File: src/verilog/arb_defines.svh
`ifndef ARB_DEFINES_SVH
`define ARB_DEFINES_SVH

// ==========================================================
// pixel array geometry
// ==========================================================

`define ARB_ROWS        8   // pixel rows.
`define ARB_COLS        8   // pixel columns.

`define ARB_GRP_ROWS    2   // rows per group.
`define ARB_GRP_COLS    2   // columns per group.

`define ARB_NUM_GROUPS  16  // (8/2) * (8/2).

// ==========================================================
// address widths
// ==========================================================

`define ARB_LOC_W       1   // x or y inside a group.
`define ARB_ADD_W       3   // x or y across the array.

`endif

File: src/verilog/arb_pkg.sv
`default_nettype none

`include "arb_defines.svh"

package arb_pkg;

   // index of one 2x2 group, row major over the group grid.
   typedef logic [$clog2(`ARB_NUM_GROUPS)-1:0] grp_idx_t;

   // global pixel coordinates, y in the upper bits.
   typedef struct packed {
      logic [`ARB_ADD_W-1:0] y;
      logic [`ARB_ADD_W-1:0] x;
   } pix_coord_t;

   // address event word.
   // the flat view is row * 8 + column, a frame memory address.
   typedef union packed {
      pix_coord_t              coord;
      logic [2*`ARB_ADD_W-1:0] flat;
   } pix_event_t;

endpackage

`default_nettype wire

File: src/verilog/pixel_level.sv
`timescale 1ns/1ps
`default_nettype none

`include "arb_defines.svh"

module pixel_level (
   input  logic                                       clk_i,
   input  logic                                       reset_i,
   input  logic                                       enable_i,      // group holds the token.
   input  logic                                       grp_enable_i,  // readout enable.
   input  logic [`ARB_GRP_ROWS-1:0][`ARB_GRP_COLS-1:0] req_i,
   output logic                                       req_o,
   output logic [`ARB_GRP_ROWS-1:0][`ARB_GRP_COLS-1:0] gnt_o,
   output logic [`ARB_LOC_W-1:0]                      x_add_o,
   output logic [`ARB_LOC_W-1:0]                      y_add_o,
   output logic                                       active_o,
   output logic                                       grp_release_o
);

   localparam int NUM_PIX = `ARB_GRP_ROWS * `ARB_GRP_COLS;
   localparam int PTR_W   = $clog2(NUM_PIX);

   logic [NUM_PIX-1:0] req_vec;
   logic [NUM_PIX-1:0] gnt_q;
   logic [NUM_PIX-1:0] gnt_d;
   logic [PTR_W-1:0]   ptr_q;
   logic [PTR_W-1:0]   next_idx;
   logic               next_found;
   logic               grant_start;

   assign req_vec  = req_i;      // local index is row * cols + col.
   assign req_o    = |req_vec;
   assign gnt_o    = gnt_q;
   assign active_o = |gnt_q;

   // nothing left to serve besides the pixel granted right now
   assign grp_release_o = enable_i && !(|(req_vec & ~gnt_q));

   assign grant_start = enable_i && grp_enable_i && req_o && !grp_release_o;

   // ==========================================================
   // round-robin search from just after the pointer
   // ==========================================================

   always_comb begin
      next_idx   = ptr_q;
      next_found = 1'b0;
      for (int i = 1; i <= NUM_PIX; i++) begin
         if (!next_found && req_vec[PTR_W'(int'(ptr_q) + i)]) begin
            next_found = 1'b1;
            next_idx   = PTR_W'(int'(ptr_q) + i);  // wraps at the group size.
         end
      end
   end

   assign gnt_d = grant_start ? (NUM_PIX'(1) << next_idx) : '0;

   always_ff @(posedge clk_i) begin
      if (reset_i) begin
         gnt_q <= '0;
         ptr_q <= '0;
      end else begin
         gnt_q <= gnt_d;             // one cycle per grant.
         if (grant_start) begin
            ptr_q <= next_idx;
         end
      end
   end

   // local address of the granted pixel.
   always_comb begin
      x_add_o = '0;
      y_add_o = '0;
      for (int i = 0; i < NUM_PIX; i++) begin
         if (gnt_q[i]) begin
            x_add_o = `ARB_LOC_W'(i % `ARB_GRP_COLS);
            y_add_o = `ARB_LOC_W'(i / `ARB_GRP_COLS);
         end
      end
   end

   a_gnt_onehot: assert property (@(posedge clk_i) disable iff (reset_i)
      $onehot0(gnt_q));

endmodule

`default_nettype wire

File: src/verilog/pixel_groups.sv
`timescale 1ns/1ps
`default_nettype none

`include "arb_defines.svh"

module pixel_groups (
   input  logic                                       clk_i,
   input  logic                                       reset_i,
   input  logic [`ARB_ROWS-1:0][`ARB_COLS-1:0]         req_i,
   input  logic [`ARB_NUM_GROUPS-1:0]                 grp_sel_i,
   input  logic                                       grp_enable_i,
   output logic [`ARB_NUM_GROUPS-1:0]                 grp_req_o,
   output logic [`ARB_ROWS-1:0][`ARB_COLS-1:0]         gnt_out_o,
   output logic [`ARB_GRP_ROWS-1:0][`ARB_GRP_COLS-1:0] gnt_o,
   output logic [`ARB_LOC_W-1:0]                      x_add_o,
   output logic [`ARB_LOC_W-1:0]                      y_add_o,
   output logic                                       active_o,
   output logic                                       grp_release_o
);

   import arb_pkg::*;

   localparam int NUM_GRP     = `ARB_NUM_GROUPS;
   localparam int GRP_PER_ROW = `ARB_COLS / `ARB_GRP_COLS;

   logic [NUM_GRP-1:0][`ARB_GRP_ROWS-1:0][`ARB_GRP_COLS-1:0] set_group;
   logic [NUM_GRP-1:0][`ARB_GRP_ROWS-1:0][`ARB_GRP_COLS-1:0] gnt_temp;
   logic [NUM_GRP-1:0][`ARB_LOC_W-1:0]                      x_add_temp;
   logic [NUM_GRP-1:0][`ARB_LOC_W-1:0]                      y_add_temp;
   logic [NUM_GRP-1:0]                                      active_temp;
   logic [NUM_GRP-1:0]                                      release_temp;

   // top left pixel of a group's tile.
   function automatic int tile_row(grp_idx_t grp);
      return (int'(grp) / GRP_PER_ROW) * `ARB_GRP_ROWS;
   endfunction

   function automatic int tile_col(grp_idx_t grp);
      return (int'(grp) % GRP_PER_ROW) * `ARB_GRP_COLS;
   endfunction

   // ==========================================================
   // tiling of requests and grants
   // ==========================================================

   always_comb begin
      for (int g = 0; g < NUM_GRP; g++) begin
         for (int r = 0; r < `ARB_GRP_ROWS; r++) begin
            for (int c = 0; c < `ARB_GRP_COLS; c++) begin
               set_group[g][r][c] =
                  req_i[tile_row(grp_idx_t'(g)) + r][tile_col(grp_idx_t'(g)) + c];
               gnt_out_o[tile_row(grp_idx_t'(g)) + r][tile_col(grp_idx_t'(g)) + c] =
                  gnt_temp[g][r][c];
            end
         end
      end
   end

   for (genvar g = 0; g < NUM_GRP; g++) begin : g_group
      pixel_level i_pixel_level (
         .clk_i         (clk_i),
         .reset_i       (reset_i),
         .enable_i      (grp_sel_i[g]),
         .grp_enable_i  (grp_enable_i),
         .req_i         (set_group[g]),
         .req_o         (grp_req_o[g]),
         .gnt_o         (gnt_temp[g]),
         .x_add_o       (x_add_temp[g]),
         .y_add_o       (y_add_temp[g]),
         .active_o      (active_temp[g]),
         .grp_release_o (release_temp[g])
      );
   end

   assign active_o = |active_temp;

   // forward the group that holds the token.
   always_comb begin
      gnt_o         = '0;
      x_add_o       = '0;
      y_add_o       = '0;
      grp_release_o = 1'b0;
      for (int g = 0; g < NUM_GRP; g++) begin
         if (grp_sel_i[g]) begin
            gnt_o         = gnt_temp[g];
            x_add_o       = x_add_temp[g];
            y_add_o       = y_add_temp[g];
            grp_release_o = release_temp[g];
         end
      end
   end

   a_one_active: assert property (@(posedge clk_i) disable iff (reset_i)
      $onehot0(active_temp));

endmodule

`default_nettype wire

File: src/verilog/group_arbiter.sv
`timescale 1ns/1ps
`default_nettype none

`include "arb_defines.svh"

module group_arbiter (
   input  logic                       clk_i,
   input  logic                       reset_i,
   input  logic [`ARB_NUM_GROUPS-1:0] grp_req_i,
   input  logic                       grp_release_i,
   output logic [`ARB_NUM_GROUPS-1:0] grp_sel_o,
   output arb_pkg::grp_idx_t          grp_idx_o
);

   import arb_pkg::*;

   localparam int NUM_GRP = `ARB_NUM_GROUPS;

   logic [NUM_GRP-1:0] sel_q;
   logic [NUM_GRP-1:0] sel_d;
   grp_idx_t           idx_q;
   grp_idx_t           idx_d;
   grp_idx_t           base;
   logic               found;

   // ==========================================================
   // token hand-off
   // ==========================================================

   always_comb begin
      sel_d = sel_q;
      idx_d = idx_q;
      found = 1'b0;
      // the pointer itself may win when idle and goes last after a release
      base  = (sel_q == '0) ? idx_q : grp_idx_t'(idx_q + 1'b1);
      if ((sel_q == '0) || grp_release_i) begin
         sel_d = '0;                 // no requester leaves the token idle.
         for (int i = 0; i < NUM_GRP; i++) begin
            if (!found && grp_req_i[grp_idx_t'(int'(base) + i)]) begin
               found = 1'b1;
               idx_d = grp_idx_t'(int'(base) + i);
               sel_d[grp_idx_t'(int'(base) + i)] = 1'b1;
            end
         end
      end
   end

   always_ff @(posedge clk_i) begin
      if (reset_i) begin
         sel_q <= '0;
         idx_q <= '0;                // group 0 first after reset.
      end else begin
         sel_q <= sel_d;
         idx_q <= idx_d;
      end
   end

   assign grp_sel_o = sel_q;
   assign grp_idx_o = idx_q;

   a_sel_onehot: assert property (@(posedge clk_i) disable iff (reset_i)
      $onehot0(sel_q));

endmodule

`default_nettype wire

File: src/verilog/event_encoder.sv
`timescale 1ns/1ps
`default_nettype none

`include "arb_defines.svh"

module event_encoder (
   input  logic                  clk_i,
   input  logic                  reset_i,
   input  logic                  active_i,
   input  arb_pkg::grp_idx_t     grp_idx_i,
   input  logic [`ARB_LOC_W-1:0] x_add_i,
   input  logic [`ARB_LOC_W-1:0] y_add_i,
   output logic                  event_valid_o,
   output arb_pkg::pix_event_t   event_o
);

   import arb_pkg::*;

   localparam int GRP_PER_ROW = `ARB_COLS / `ARB_GRP_COLS;

   pix_event_t event_d;
   pix_event_t event_q;
   logic       valid_q;

   // group origin plus local offset.
   always_comb begin
      event_d.coord.y = `ARB_ADD_W'((int'(grp_idx_i) / GRP_PER_ROW) * `ARB_GRP_ROWS
                                    + int'(y_add_i));
      event_d.coord.x = `ARB_ADD_W'((int'(grp_idx_i) % GRP_PER_ROW) * `ARB_GRP_COLS
                                    + int'(x_add_i));
   end

   always_ff @(posedge clk_i) begin
      if (reset_i) begin
         valid_q <= 1'b0;
      end else begin
         valid_q <= active_i;        // one cycle after the grant.
      end
   end

   always_ff @(posedge clk_i) begin
      event_q <= event_d;
   end

   assign event_valid_o = valid_q;
   assign event_o       = event_q;

endmodule

`default_nettype wire

File: src/verilog/pixel_arbiter_top.sv
`timescale 1ns/1ps
`default_nettype none

`include "arb_defines.svh"

module pixel_arbiter_top (
   input  logic                               clk_i,
   input  logic                               reset_i,
   input  logic [`ARB_ROWS-1:0][`ARB_COLS-1:0] req_i,
   input  logic                               readout_en_i,
   output logic [`ARB_ROWS-1:0][`ARB_COLS-1:0] gnt_o,
   output logic                               event_valid_o,
   output arb_pkg::pix_event_t                event_o,
   output logic                               busy_o
);

   import arb_pkg::*;

   logic [`ARB_NUM_GROUPS-1:0]                 grp_req;
   logic [`ARB_NUM_GROUPS-1:0]                 grp_sel;
   grp_idx_t                                   grp_idx;
   logic [`ARB_GRP_ROWS-1:0][`ARB_GRP_COLS-1:0] grp_gnt;   // grant of the token holder.
   logic [`ARB_LOC_W-1:0]                      loc_x;
   logic [`ARB_LOC_W-1:0]                      loc_y;
   logic                                       grp_release;
   logic                                       active;

   pixel_groups i_pixel_groups (
      .clk_i         (clk_i),
      .reset_i       (reset_i),
      .req_i         (req_i),
      .grp_sel_i     (grp_sel),
      .grp_enable_i  (readout_en_i),
      .grp_req_o     (grp_req),
      .gnt_out_o     (gnt_o),
      .gnt_o         (grp_gnt),
      .x_add_o       (loc_x),
      .y_add_o       (loc_y),
      .active_o      (active),
      .grp_release_o (grp_release)
   );

   group_arbiter i_group_arbiter (
      .clk_i         (clk_i),
      .reset_i       (reset_i),
      .grp_req_i     (grp_req),
      .grp_release_i (grp_release),
      .grp_sel_o     (grp_sel),
      .grp_idx_o     (grp_idx)
   );

   event_encoder i_event_encoder (
      .clk_i         (clk_i),
      .reset_i       (reset_i),
      .active_i      (|grp_gnt),
      .grp_idx_i     (grp_idx),
      .x_add_i       (loc_x),
      .y_add_i       (loc_y),
      .event_valid_o (event_valid_o),
      .event_o       (event_o)
   );

   assign busy_o = active;

endmodule

`default_nettype wire

File: config.mk
export PLATFORM = sky130hd
export DESIGN_NAME = pixel_arbiter_top
export DESIGN_NICKNAME = d
export VERILOG_FILES = /design/src/verilog/arb_pkg.sv /design/src/verilog/pixel_level.sv /design/src/verilog/pixel_groups.sv /design/src/verilog/group_arbiter.sv /design/src/verilog/event_encoder.sv /design/src/verilog/pixel_arbiter_top.sv
export VERILOG_INCLUDE_DIRS = /design/src /design/src/verilog
export SDC_FILE = /design/constraint.sdc
export NUM_CORES = 1
export LEC_CHECK = 0
export BUFFER_PORTS_ARGS = -buffer_cell sky130_fd_sc_hd__buf_2
export CAP_MARGIN = 30
export CORE_MARGIN = 1
export CORE_UTILIZATION = 25
export CTS_CLUSTER_SIZE = 40
export DETAILED_ROUTE_END_ITERATION = 12
export PLACE_DENSITY_LB_ADDON = 0.08
export SLEW_MARGIN = 25
export SYNTH_ARGS = -nofsm -noshare
export SYNTH_HDL_FRONTEND = slang
export SYNTH_SLANG_ARGS = --single-unit
File: constraint.sdc
create_clock -name clk_i -period 5.87 [get_ports clk_i]
set_input_delay 0.8805 -clock clk_i [delete_from_list [all_inputs] [get_ports clk_i]]
set_output_delay 0.8805 -clock clk_i [all_outputs]
set_load 0.01 [all_outputs]
==> results.toml, run 1 <==
[status]
run_status = "finished, final reports clean"

[synth]
synth_enable_flop_cells = 0
syn-cell-area_sq_um = 11700
synth.largest_area_cell = "sky130_fd_sc_hd__dfxtp_1"
synthesis.area_per_instance_sq_um = 7.20
synth-warning-count = 0
yosysSeqAreaShare_pct = 21.1
yosys_register_bits = 123
dominantRegCellSynth = "sky130_fd_sc_hd__dfxtp_1"
synth-async-reset-ratio_pct = 0
postSynthCellCount = 1623
synth_largest_type_area_fraction_pct = 21.1
post_synthesis_cell_type_count = 99
synth_fp_nets = 1700
synth.area.top_cells = "sky130_fd_sc_hd__dfxtp_1 (21%), sky130_fd_sc_hd__nor2_1 (6.5%), sky130_fd_sc_hd__mux2i_1 (5.1%), sky130_fd_sc_hd__nand2_1 (4.6%), sky130_fd_sc_hd__o22ai_1 (4.2%)"

[sta]
report.final.hold_viol_count = 0
max_freq_mhz = 181
final_max_slew_viol_count = 0
finalCriticalPeriod_ps = 5520
final.period_utilization_pct = 94.0
worst_hold_slack_ps = 527
rsz_0062_raised_after_global_routing = "false"
setup_viol_count_final = 0
relSlewSlack_pct = 29.2
fin_worst_skew_ps = 11.2
timing_worst_slew_pin_value_ps = 1060
timing.setup.tns_ps = 0
final_critical_path_setup_slack_ps = 352

[placed_design]
hpwlAfterDp_mm = 45.5
place.port_buffers = 138
pre_cts_slack_ps = 347
post_placement_cell_count = 2337
gp_congestion = 0.924
post_dp_cell_area_sq_um = 13400

[power]
leakage_nw = 5.39
post-layout-total-power_mw = 5.52
clockPowerShare_pct = 20.1
cellInternalPower_mw = 2.71
power_frac_comb_pct = 61.1
swShare_pct = 50.9
p_switching_mw = 2.81
p_seq_share_pct = 18.8
power.density_nw_per_um2 = 395
max_ir_drop_vdd_v = 0.000178

[cts]
cts_post_setup_buffers_inserted = 0
number_of_h_tree_levels = 4
cts_tree = "yes"
hold_buffers = 0
clock_sinks = 123
clk_pin_slew_worst_paths_ps = 60
worst_skew_pair.late_latency_ps = 450
max-clock-path-buffers = 2
cts_root_buffer = "sky130_fd_sc_hd__clkbuf_16"
cts_resized = 0
tritoncts.num_buffers = 17

[drt]
drc_viols = 0
first_iter_violations = 1294
route.detailed.wl_per_inst_um = 24.5
finalWirelength_mm = 58.2
route.detailed.vias_per_inst = 5.87
dr_total_vias = 13900
drt_first_pass_iters = 6
ant_nets = 0

[worst_hold_path]
min_delay_path_depth = 2
type_of_the_tightest_min_delay_check = "register to register"

[global_routing]
grt.overflow.total = 0
first_pass_grt_wire_length_mm = 86.6
global_route.usage.total_pct = 24.1
grt_max_degree = 50
grt_antenna_before_repair = 0
via_count_of_the_first_global_routing_pass = 13200

[final_layout]
antennaDiodeCount = 0
most_common_cell_after_layout_fill_and_taps_aside = "sky130_fd_sc_hd__nor2_1"
final.fill_count = 5067
post_layout_nonfiller_instances = 2371
fin_area_sq_um = 14000
num-nets-final = 1835
drive_above_1_share_pct = 19.2
layout_common_cells = "sky130_fd_sc_hd__nor2_1 (201), sky130_fd_sc_hd__nand2_1 (142), sky130_fd_sc_hd__buf_2 (138)"
area_growth_syn_to_layout_pct = 19.5
finish.utilization_pct = 30.5

[worst_setup_path]
critPathRequiredTime_ps = 6240
worst-r2r-cell-count = 19
worstReg2RegEnd = "i_group_arbiter.grp_idx_o[3]"
start_kind = "register"
crit_fanout = 16
worstSetupEndpointType = "register"
r2r_slack_ps = 350
criticalPathCategory = "register to register"
reg2reg_from = "i_group_arbiter.grp_sel_o[4]"
critPathArrivalTime_ps = 5890

[floorplanning]
floorplan.die.height_um = 218
design.portCount = 139
row_count = 78
die-area_sq_um = 47600
dieWidth_um = 218
floorplan.initialDensity_pct = 25.5
floorplan.core_area_sq_um = 45800

[run]
cap_viol_max_count = 0
## power by group through the flow
stage / logic (mW) / clock network [mW] / registers (mW)
final: 3.37 / 1.11 / 1.04
after global routing: 3.56 / 1.18 / 1.05
after CTS: 3.31 / 1.14 / 1.03
after detailed placement: 3.29 / 0 / 1.05
after global placement: 3.34 / 0 / 1.05
after floorplan: 2.01 / 0 / 1.02
## synthesized netlist by cell type, types with 17 or more instances
cell type / number
sky130_fd_sc_hd__nor2b_1: 37
sky130_fd_sc_hd__nand3_1: 33
sky130_fd_sc_hd__a211oi_1: 25
sky130_fd_sc_hd__a31oi_1: 29
sky130_fd_sc_hd__inv_1: 90
sky130_fd_sc_hd__a22oi_1: 17
sky130_fd_sc_hd__dfxtp_1: 123
sky130_fd_sc_hd__o21ai_0: 85
sky130_fd_sc_hd__mux2_2: 18
sky130_fd_sc_hd__and3_1: 18
sky130_fd_sc_hd__nand2_1: 142
sky130_fd_sc_hd__or4_1: 30
sky130_fd_sc_hd__nor3_1: 54
sky130_fd_sc_hd__a21oi_1: 71
sky130_fd_sc_hd__nand4_1: 17
sky130_fd_sc_hd__nor4_1: 38
sky130_fd_sc_hd__o22ai_1: 79
sky130_fd_sc_hd__clkbuf_1: 83
sky130_fd_sc_hd__mux2i_1: 59
sky130_fd_sc_hd__nand2b_1: 47
sky130_fd_sc_hd__nor2_1: 202
## how the worst max path moves through the flow
stage / startpoint / end / depth (start not counted)
after floorplan: i_group_arbiter.grp_sel_o[4] / i_group_arbiter.grp_idx_o[0] / 23
after global placement: req_i[1] / i_group_arbiter.grp_sel_o[14] / 16
after detailed placement: req_i[54] / i_group_arbiter.grp_sel_o[14] / 17
after CTS: i_group_arbiter.grp_sel_o[4] / i_group_arbiter.grp_sel_o[9] / 18
after global routing: i_group_arbiter.grp_sel_o[0] / i_group_arbiter.grp_sel_o[14] / 20
final: i_group_arbiter.grp_sel_o[4] / i_group_arbiter.grp_idx_o[3] / 19
## sequential cells by signal, summed over array words and instances (netlist names)
| register | count |
|---|---|
| i_pixel_groups.g_group.i_pixel_level.gnt_o | 64 |
| i_group_arbiter.grp_idx_o | 4 |
| i_group_arbiter.grp_sel_o | 16 |
| i_event_encoder.event_o | 6 |
| i_pixel_groups.g_group.i_pixel_level.ptr_q | 32 |
| i_event_encoder.event_valid_o | 1 |
## worst max-delay path, cell delays in order (launching register included)
cell and delay, ps:
sky130_fd_sc_hd__dfxtp_1 370, sky130_fd_sc_hd__or3_4 450, sky130_fd_sc_hd__or2_1 380, sky130_fd_sc_hd__o21ai_2 190
sky130_fd_sc_hd__xnor2_1 150, sky130_fd_sc_hd__ha_1 320, sky130_fd_sc_hd__nand2b_1 170, sky130_fd_sc_hd__nand2b_1 120
sky130_fd_sc_hd__o221ai_1 180, sky130_fd_sc_hd__or4_1 560, sky130_fd_sc_hd__mux2i_1 160, sky130_fd_sc_hd__mux2_2 340
sky130_fd_sc_hd__buf_12 170, sky130_fd_sc_hd__or3_1 390, sky130_fd_sc_hd__nor3_1 510, sky130_fd_sc_hd__o21ai_0 180
sky130_fd_sc_hd__a21oi_1 290, sky130_fd_sc_hd__or3_1 180, sky130_fd_sc_hd__nand4_1 150, sky130_fd_sc_hd__a31oi_1 190
## final cells by class
cell class,count,area (sq um),share of cell area (%)
multi-input combinational,1299,8450,60.5
clock buffer,19,443,3.17
clock inverter,13,159,1.14
tap,600,751,5.37
sequential,123,2460,17.6
inverter,94,354,2.54
timing repair buffer,223,1350,9.67
## logic make-up (layout without fill, tap and decap cells)
logic type	Yosys count	in the layout	share of synthesized area, %
and+or+nand+nor	687	687	30.3
adders and majority gates	10	10	1.07
DFF	123	123	21.1
muxes	93	93	9.80
xor gates and xnor gates	14	14	1.18
AOI/OAI and AO/OA	495	495	29.7
buffers and inverters	201	349	6.82
## per-layer routing
| metal | vias up | GRT usage, % | wire length (um) |
|---|---|---|---|
| li1 | 6432 | - | - |
| met3 | 75 | 3.74 | 3540 |
| met1 | 6832 | 34.0 | 27000 |
| met2 | 570 | 38.1 | 26500 |
| met5 | - | 0 | 0 |
| met4 | 0 | 5.83 | 1130 |
No activity file was read; power rests on OpenSTA's default activity.
==> run 2, diff against run 1 <==
- CELL_PAD_IN_SITES_DETAIL_PLACEMENT: not set -> 1
- CELL_PAD_IN_SITES_GLOBAL_PLACEMENT: not set -> 2
==> run 2 against run 1 <==
Effect of this change: highest routed layer unchanged; critical path depth up 3; count of clock-buffer cells in the layout down 2; final area up 0.27%; critical endpoint is now i_group_arbiter.grp_sel_o[12]; die area unchanged; final cell count up 0.38%; total power up 1.5%; utilization up 0.082 points; combinational power up 3%; sequential power about the same; worst hold slack worse by 4.0 ps; register-to-register slack worse by 130 ps.
==> results.toml, run 2 (same netlist as run 1, synthesis figures left out) <==
[status]
run_status = "finished, final reports clean"

[sta]
max_freq_mhz = 177
finalCriticalPeriod_ps = 5640
final.period_utilization_pct = 96.1
rsz_0062_raised_after_global_routing = "false"
report.final.hold_viol_count = 0
fin_worst_skew_ps = 19.4
final_critical_path_setup_slack_ps = 226
final_max_slew_viol_count = 0
relSlewSlack_pct = 28.7
setup_viol_count_final = 0
timing_worst_slew_pin_value_ps = 1070
worst_hold_slack_ps = 524

[global_routing]
grt_antenna_before_repair = 1
grt_max_degree = 48
via_count_of_the_first_global_routing_pass = 14000
first_pass_grt_wire_length_mm = 93.5
grt.overflow.total = 0
global_route.usage.total_pct = 26.3

[placed_design]
gp_congestion = 0.919
pre_cts_slack_ps = -57.5
hpwlAfterDp_mm = 49.9
place.port_buffers = 138

[power]
max_ir_drop_vdd_v = 0.000209
power.density_nw_per_um2 = 400
leakage_nw = 5.43

[cts]
cts_root_buffer = "sky130_fd_sc_hd__clkbuf_16"
cts_tree = "yes"
worst_skew_pair.late_latency_ps = 460
clk_pin_slew_worst_paths_ps = 60
number_of_h_tree_levels = 4
tritoncts.num_buffers = 17
max-clock-path-buffers = 2
clock_sinks = 123
cts_post_setup_buffers_inserted = 0

[floorplanning]
floorplan.core_area_sq_um = 45800
row_count = 78
die-area_sq_um = 47600
floorplan.initialDensity_pct = 25.5
dieWidth_um = 218
design.portCount = 139
floorplan.die.height_um = 218

[worst_setup_path]
critical_path.slowest_cell = "sky130_fd_sc_hd__or4_1"
start_kind = "register"
cpMostUsedCell = "sky130_fd_sc_hd__buf_4"
crit_buf_inv = 4
reg2reg_from = "i_group_arbiter.grp_sel_o[4]"
critPathArrivalTime_ps = 5950
crit_fanout = 10
timing.critical_path.cells = "or3_4, or2_1, o21ai_2, xnor2_2, ha_1, nand2b_1, nand2b_1, o221ai_1, or4_1, mux2i_1, mux2_2, buf_4, nor3_1, buf_4, nand2_1, o221ai_1, nor4_1, buf_4, o211ai_1, a211oi_1, buf_4, a221oi_2"
criticalPathCategory = "register to register"
cp_max_stage_delay_ps = 520
crit_family = "simple AND/OR/NAND/NOR gates"
worstSetupEndpointType = "register"
timing.critical_path.from = "i_group_arbiter.grp_sel_o[4]"
critPathRequiredTime_ps = 6180

[final_layout]
final.fill_count = 5581
finish.utilization_pct = 30.6
drive_above_1_share_pct = 19.7
area_growth_syn_to_layout_pct = 19.9
layout_common_cells = "sky130_fd_sc_hd__nor2_1 (201), sky130_fd_sc_hd__nand2_1 (142), sky130_fd_sc_hd__buf_2 (138)"
antennaDiodeCount = 0
most_common_cell_after_layout_fill_and_taps_aside = "sky130_fd_sc_hd__nor2_1"
largest_register_ffs = 64
num-nets-final = 1844

[drt]
route.detailed.vias_per_inst = 5.88
dr_total_vias = 14000
drc_viols = 0
ant_nets = 0
route.detailed.wl_per_inst_um = 26.4
first_iter_violations = 1156
routed_wire_length_on_met2_mm = 28.8
routed-wl-met3_mm = 3.82
detail_route.wirelength.met1_mm = 28.7
drt_first_pass_iters = 5
finalWirelength_mm = 62.9
highest_layer = "met4"

[worst_hold_path]
type_of_the_tightest_min_delay_check = "register to register"

[run]
cap_viol_max_count = 0
## run 2: changes by cell type in the layout (fill, tap and decap cells not counted)
cell	change
sky130_fd_sc_hd__bufinv_16	-1
sky130_fd_sc_hd__nor4_4	+1
sky130_fd_sc_hd__clkbuf_8	-1
sky130_fd_sc_hd__buf_4	+10
sky130_fd_sc_hd__xnor2_1	-1
sky130_fd_sc_hd__nor4_2	-1
sky130_fd_sc_hd__buf_12	-2
sky130_fd_sc_hd__clkinv_2	+1
sky130_fd_sc_hd__clkbuf_1	-1
sky130_fd_sc_hd__inv_6	+3
sky130_fd_sc_hd__xnor2_2	+1
sky130_fd_sc_hd__buf_6	+1
sky130_fd_sc_hd__clkinv_4	-1
## run 2: metrics by stage
step / power (mW) / setup TNS [ps] / area [sq um] / cells
6_report: 5.60 / 0 / 14000 / 2380
3_3_place_gp: 4.46 / 0 / 13400 / 2345
2_1_floorplan: 3.03 / 0 / 11700 / 1623
5_1_grt: 5.87 / 0 / 14000 / 2380
4_1_cts: 5.57 / 0 / 14000 / 2378
3_5_place_dp: 4.47 / -57.5 / 13400 / 2346
## run 2: power by group
part	total (mW)	internal, mW	switching, mW
combinational	3.48	1.15	2.33
clock	1.08	0.597	0.483
sequential	1.04	0.929	0.106
total	5.60	2.68	2.92
## run 2: what timing repair did
item / 4_1_cts / 5_1_grt
endpoints found under the hold margin: 0 / 0
gates cloned: 0 / 0
hold buffers: 0 / 0
pin swaps: 0 / 0
setup endpoints to repair: 1 / 2
resized for setup: 1 / 1
## run 2: worst paths after layout
check                             endpoint  slack (ps)  cells past startpoint
max reg2reg  i_group_arbiter.grp_sel_o[12]         230                     22
min                               register         520                      2
max          i_group_arbiter.grp_sel_o[12]         230                     22
min reg2reg                       register         520                      2
## run 2: worst register-to-register path, cell delays in order, from the launching register on
cell	delay, ps
sky130_fd_sc_hd__dfxtp_1	360
sky130_fd_sc_hd__or3_4	460
sky130_fd_sc_hd__or2_1	350
sky130_fd_sc_hd__o21ai_2	210
sky130_fd_sc_hd__xnor2_2	150
sky130_fd_sc_hd__ha_1	320
sky130_fd_sc_hd__nand2b_1	160
sky130_fd_sc_hd__nand2b_1	110
sky130_fd_sc_hd__o221ai_1	180
sky130_fd_sc_hd__or4_1	520
sky130_fd_sc_hd__mux2i_1	190
sky130_fd_sc_hd__mux2_2	310
sky130_fd_sc_hd__buf_4	240
sky130_fd_sc_hd__nor3_1	130
sky130_fd_sc_hd__buf_4	200
sky130_fd_sc_hd__nand2_1	140
sky130_fd_sc_hd__o221ai_1	170
sky130_fd_sc_hd__nor4_1	500
sky130_fd_sc_hd__buf_4	200
sky130_fd_sc_hd__o211ai_1	90
sky130_fd_sc_hd__a211oi_1	320
sky130_fd_sc_hd__buf_4	170
sky130_fd_sc_hd__a221oi_2	40
## run 2: layout make-up
cell class	count	area [sq um]	share of cell area (%)
flip-flops and latches	123	2460	17.6
repair buffers	232	1400	9.98
well taps	600	751	5.36
clock inverters	15	151	1.08
clock buffers	17	425	3.04
multi-input cells	1299	8460	60.4
inverters	94	354	2.53
## run 2: metal layers
layer	vias to the layer above	track usage (%)
met2	480	42.2
li1	6445	-
met3	92	4.80
met1	6976	35.6
met5	-	0
met4	0	7.79
==> run 3, diff against run 2 <==
- clock period: 5.87 -> 6.95 ns (I/O delays scaled with it)
==> run 3 against run 2 <==
Effect of this change: final area fell by 2.4%; worst setup slack improved by 330 ps; sequential share of layout area rose by 0.44 points; worst hold slack improved by 4.8 ps; utilization fell by 0.75 points; clock skew fell by 6.1 ps; first-iteration DRC count fell by 14%; highest routed layer unchanged; largest power group unchanged; flip-flop and latch count did not move; critical path type unchanged; critical path depth fell by 5.
==> results.toml, run 3 (same netlist as run 1, synthesis figures left out) <==
[sta]
rsz_0062_raised_after_global_routing = "false"
fin_worst_skew_ps = 13.3
max_freq_mhz = 156
timing_worst_slew_pin_value_ps = 1050
relSlewSlack_pct = 29.3
finalCriticalPeriod_ps = 6390
setup_viol_count_final = 0
final_max_slew_viol_count = 0
final.period_utilization_pct = 92.0
report.final.hold_viol_count = 0
timing.setup.tns_ps = 0

[power]
power.density_nw_per_um2 = 336
post-layout-total-power_mw = 4.59
leakage_nw = 5.20
max_ir_drop_vdd_v = 0.000150

[placed_design]
hpwlAfterDp_mm = 49.1
gp_congestion = 0.923
place.port_buffers = 138
post_dp_cell_area_sq_um = 13100

[final_layout]
antennaDiodeCount = 0
layout_common_cells = "sky130_fd_sc_hd__nor2_1 (200), sky130_fd_sc_hd__nand2_1 (142), sky130_fd_sc_hd__buf_2 (139)"
most_common_cell_after_layout_fill_and_taps_aside = "sky130_fd_sc_hd__nor2_1"
num-nets-final = 1799
fin_area_sq_um = 13700
area_growth_syn_to_layout_pct = 16.9
finish.utilization_pct = 29.8
final.fill_count = 5606
drive_above_1_share_pct = 17.6
largest_register_ffs = 64

[cts]
cts_resized = 0
clock_sinks = 123
tritoncts.num_buffers = 17
clk_pin_slew_worst_paths_ps = 60
max-clock-path-buffers = 2
worst_skew_pair.late_latency_ps = 440
hold_buffers = 0
number_of_h_tree_levels = 4
cts_post_setup_buffers_inserted = 0
cts_tree = "yes"
cts_root_buffer = "sky130_fd_sc_hd__clkbuf_16"

[floorplanning]
floorplan.die.height_um = 218
die-area_sq_um = 47600
dieWidth_um = 218
row_count = 78
floorplan.core_area_sq_um = 45800
floorplan.initialDensity_pct = 25.5
design.portCount = 139

[drt]
first_iter_violations = 992
finalWirelength_mm = 62.1
drt_first_pass_iters = 5
route.detailed.vias_per_inst = 5.93
route.detailed.wl_per_inst_um = 26.6
drc_viols = 0
ant_nets = 0
dr_total_vias = 13900

[global_routing]
grt_max_degree = 59
grt.overflow.total = 0
grt_antenna_before_repair = 0
first_pass_grt_wire_length_mm = 92.7
via_count_of_the_first_global_routing_pass = 13900
global_route.usage.total_pct = 25.9

[worst_setup_path]
start_kind = "register"
worstSetupEndpointType = "register"
criticalPathCategory = "register to register"
r2r_slack_ps = 560
crit_fanout = 16
critPathRequiredTime_ps = 7230
critPathArrivalTime_ps = 6670

[worst_hold_path]
type_of_the_tightest_min_delay_check = "register to register"

[status]
run_status = "finished, final reports clean"

[run]
cap_viol_max_count = 0
[run 3: power by group]
part / internal (mW) / leakage [nW] / switching [mW]
sequential: 0.785 / 0.997 / 0.105
combinational: 0.885 / 3.93 / 1.92
clock: 0.530 / 0.279 / 0.368
[run 3: final cells by class]
cell class	instances	area (sq um)	share of cell area (%)
clock buffers	19	433	3.17
repair buffers	187	1050	7.71
well taps	600	751	5.49
multi-input cells	1299	8460	61.9
clock inverters	13	145	1.06
flip-flops and latches	123	2460	18.0
inverters	94	354	2.59
[run 3: metal layers]
| metal | up-vias | GRT usage, % | routed length (um) |
|---|---|---|---|
| li1 | 6361 | - | - |
| met1 | 6927 | 35.3 | 28700 |
| met2 | 473 | 42.8 | 29000 |
| met3 | 91 | 2.57 | 3070 |
| met4 | 0 | 7.34 | 1420 |
| met5 | - | 0 | 0 |
[run 3: worst paths after layout]
check	depth (start not counted)	end	startpoint
setup / recovery	17	i_group_arbiter.grp_sel_o[14]	i_group_arbiter.grp_sel_o[1]
hold / removal	2	register	register
setup reg to reg	17	i_group_arbiter.grp_sel_o[14]	i_group_arbiter.grp_sel_o[1]
hold reg to reg	2	register	register
[run 3: stage by stage]
step | hold slack (ps) | setup WS [ps] | cells
final | 528 | 557 | 2335
after global routing | 543 | 356 | 2335
after CTS | 517 | 722 | 2334
after detailed placement | 512 | 783 | 2302
after global placement | 504 | 692 | 2300
after floorplan | 329 | 1490 | 1623
[run 3: worst max-delay path, stage by stage, from the launching register on]
cell and delay [ps]:
sky130_fd_sc_hd__dfxtp_1 410, sky130_fd_sc_hd__nor4_1 660, sky130_fd_sc_hd__nand4_1 180, sky130_fd_sc_hd__buf_4 260, sky130_fd_sc_hd__o21ai_0 430, sky130_fd_sc_hd__nand2_1 110
sky130_fd_sc_hd__ha_1 270, sky130_fd_sc_hd__xor2_1 210, sky130_fd_sc_hd__xnor2_2 490, sky130_fd_sc_hd__mux2_2 410, sky130_fd_sc_hd__mux2i_1 570, sky130_fd_sc_hd__nor4_4 110
sky130_fd_sc_hd__buf_4 240, sky130_fd_sc_hd__nand4_2 160, sky130_fd_sc_hd__or2_0 600, sky130_fd_sc_hd__o2111ai_1 300, sky130_fd_sc_hd__a2111oi_1 650, sky130_fd_sc_hd__a221oi_2 130
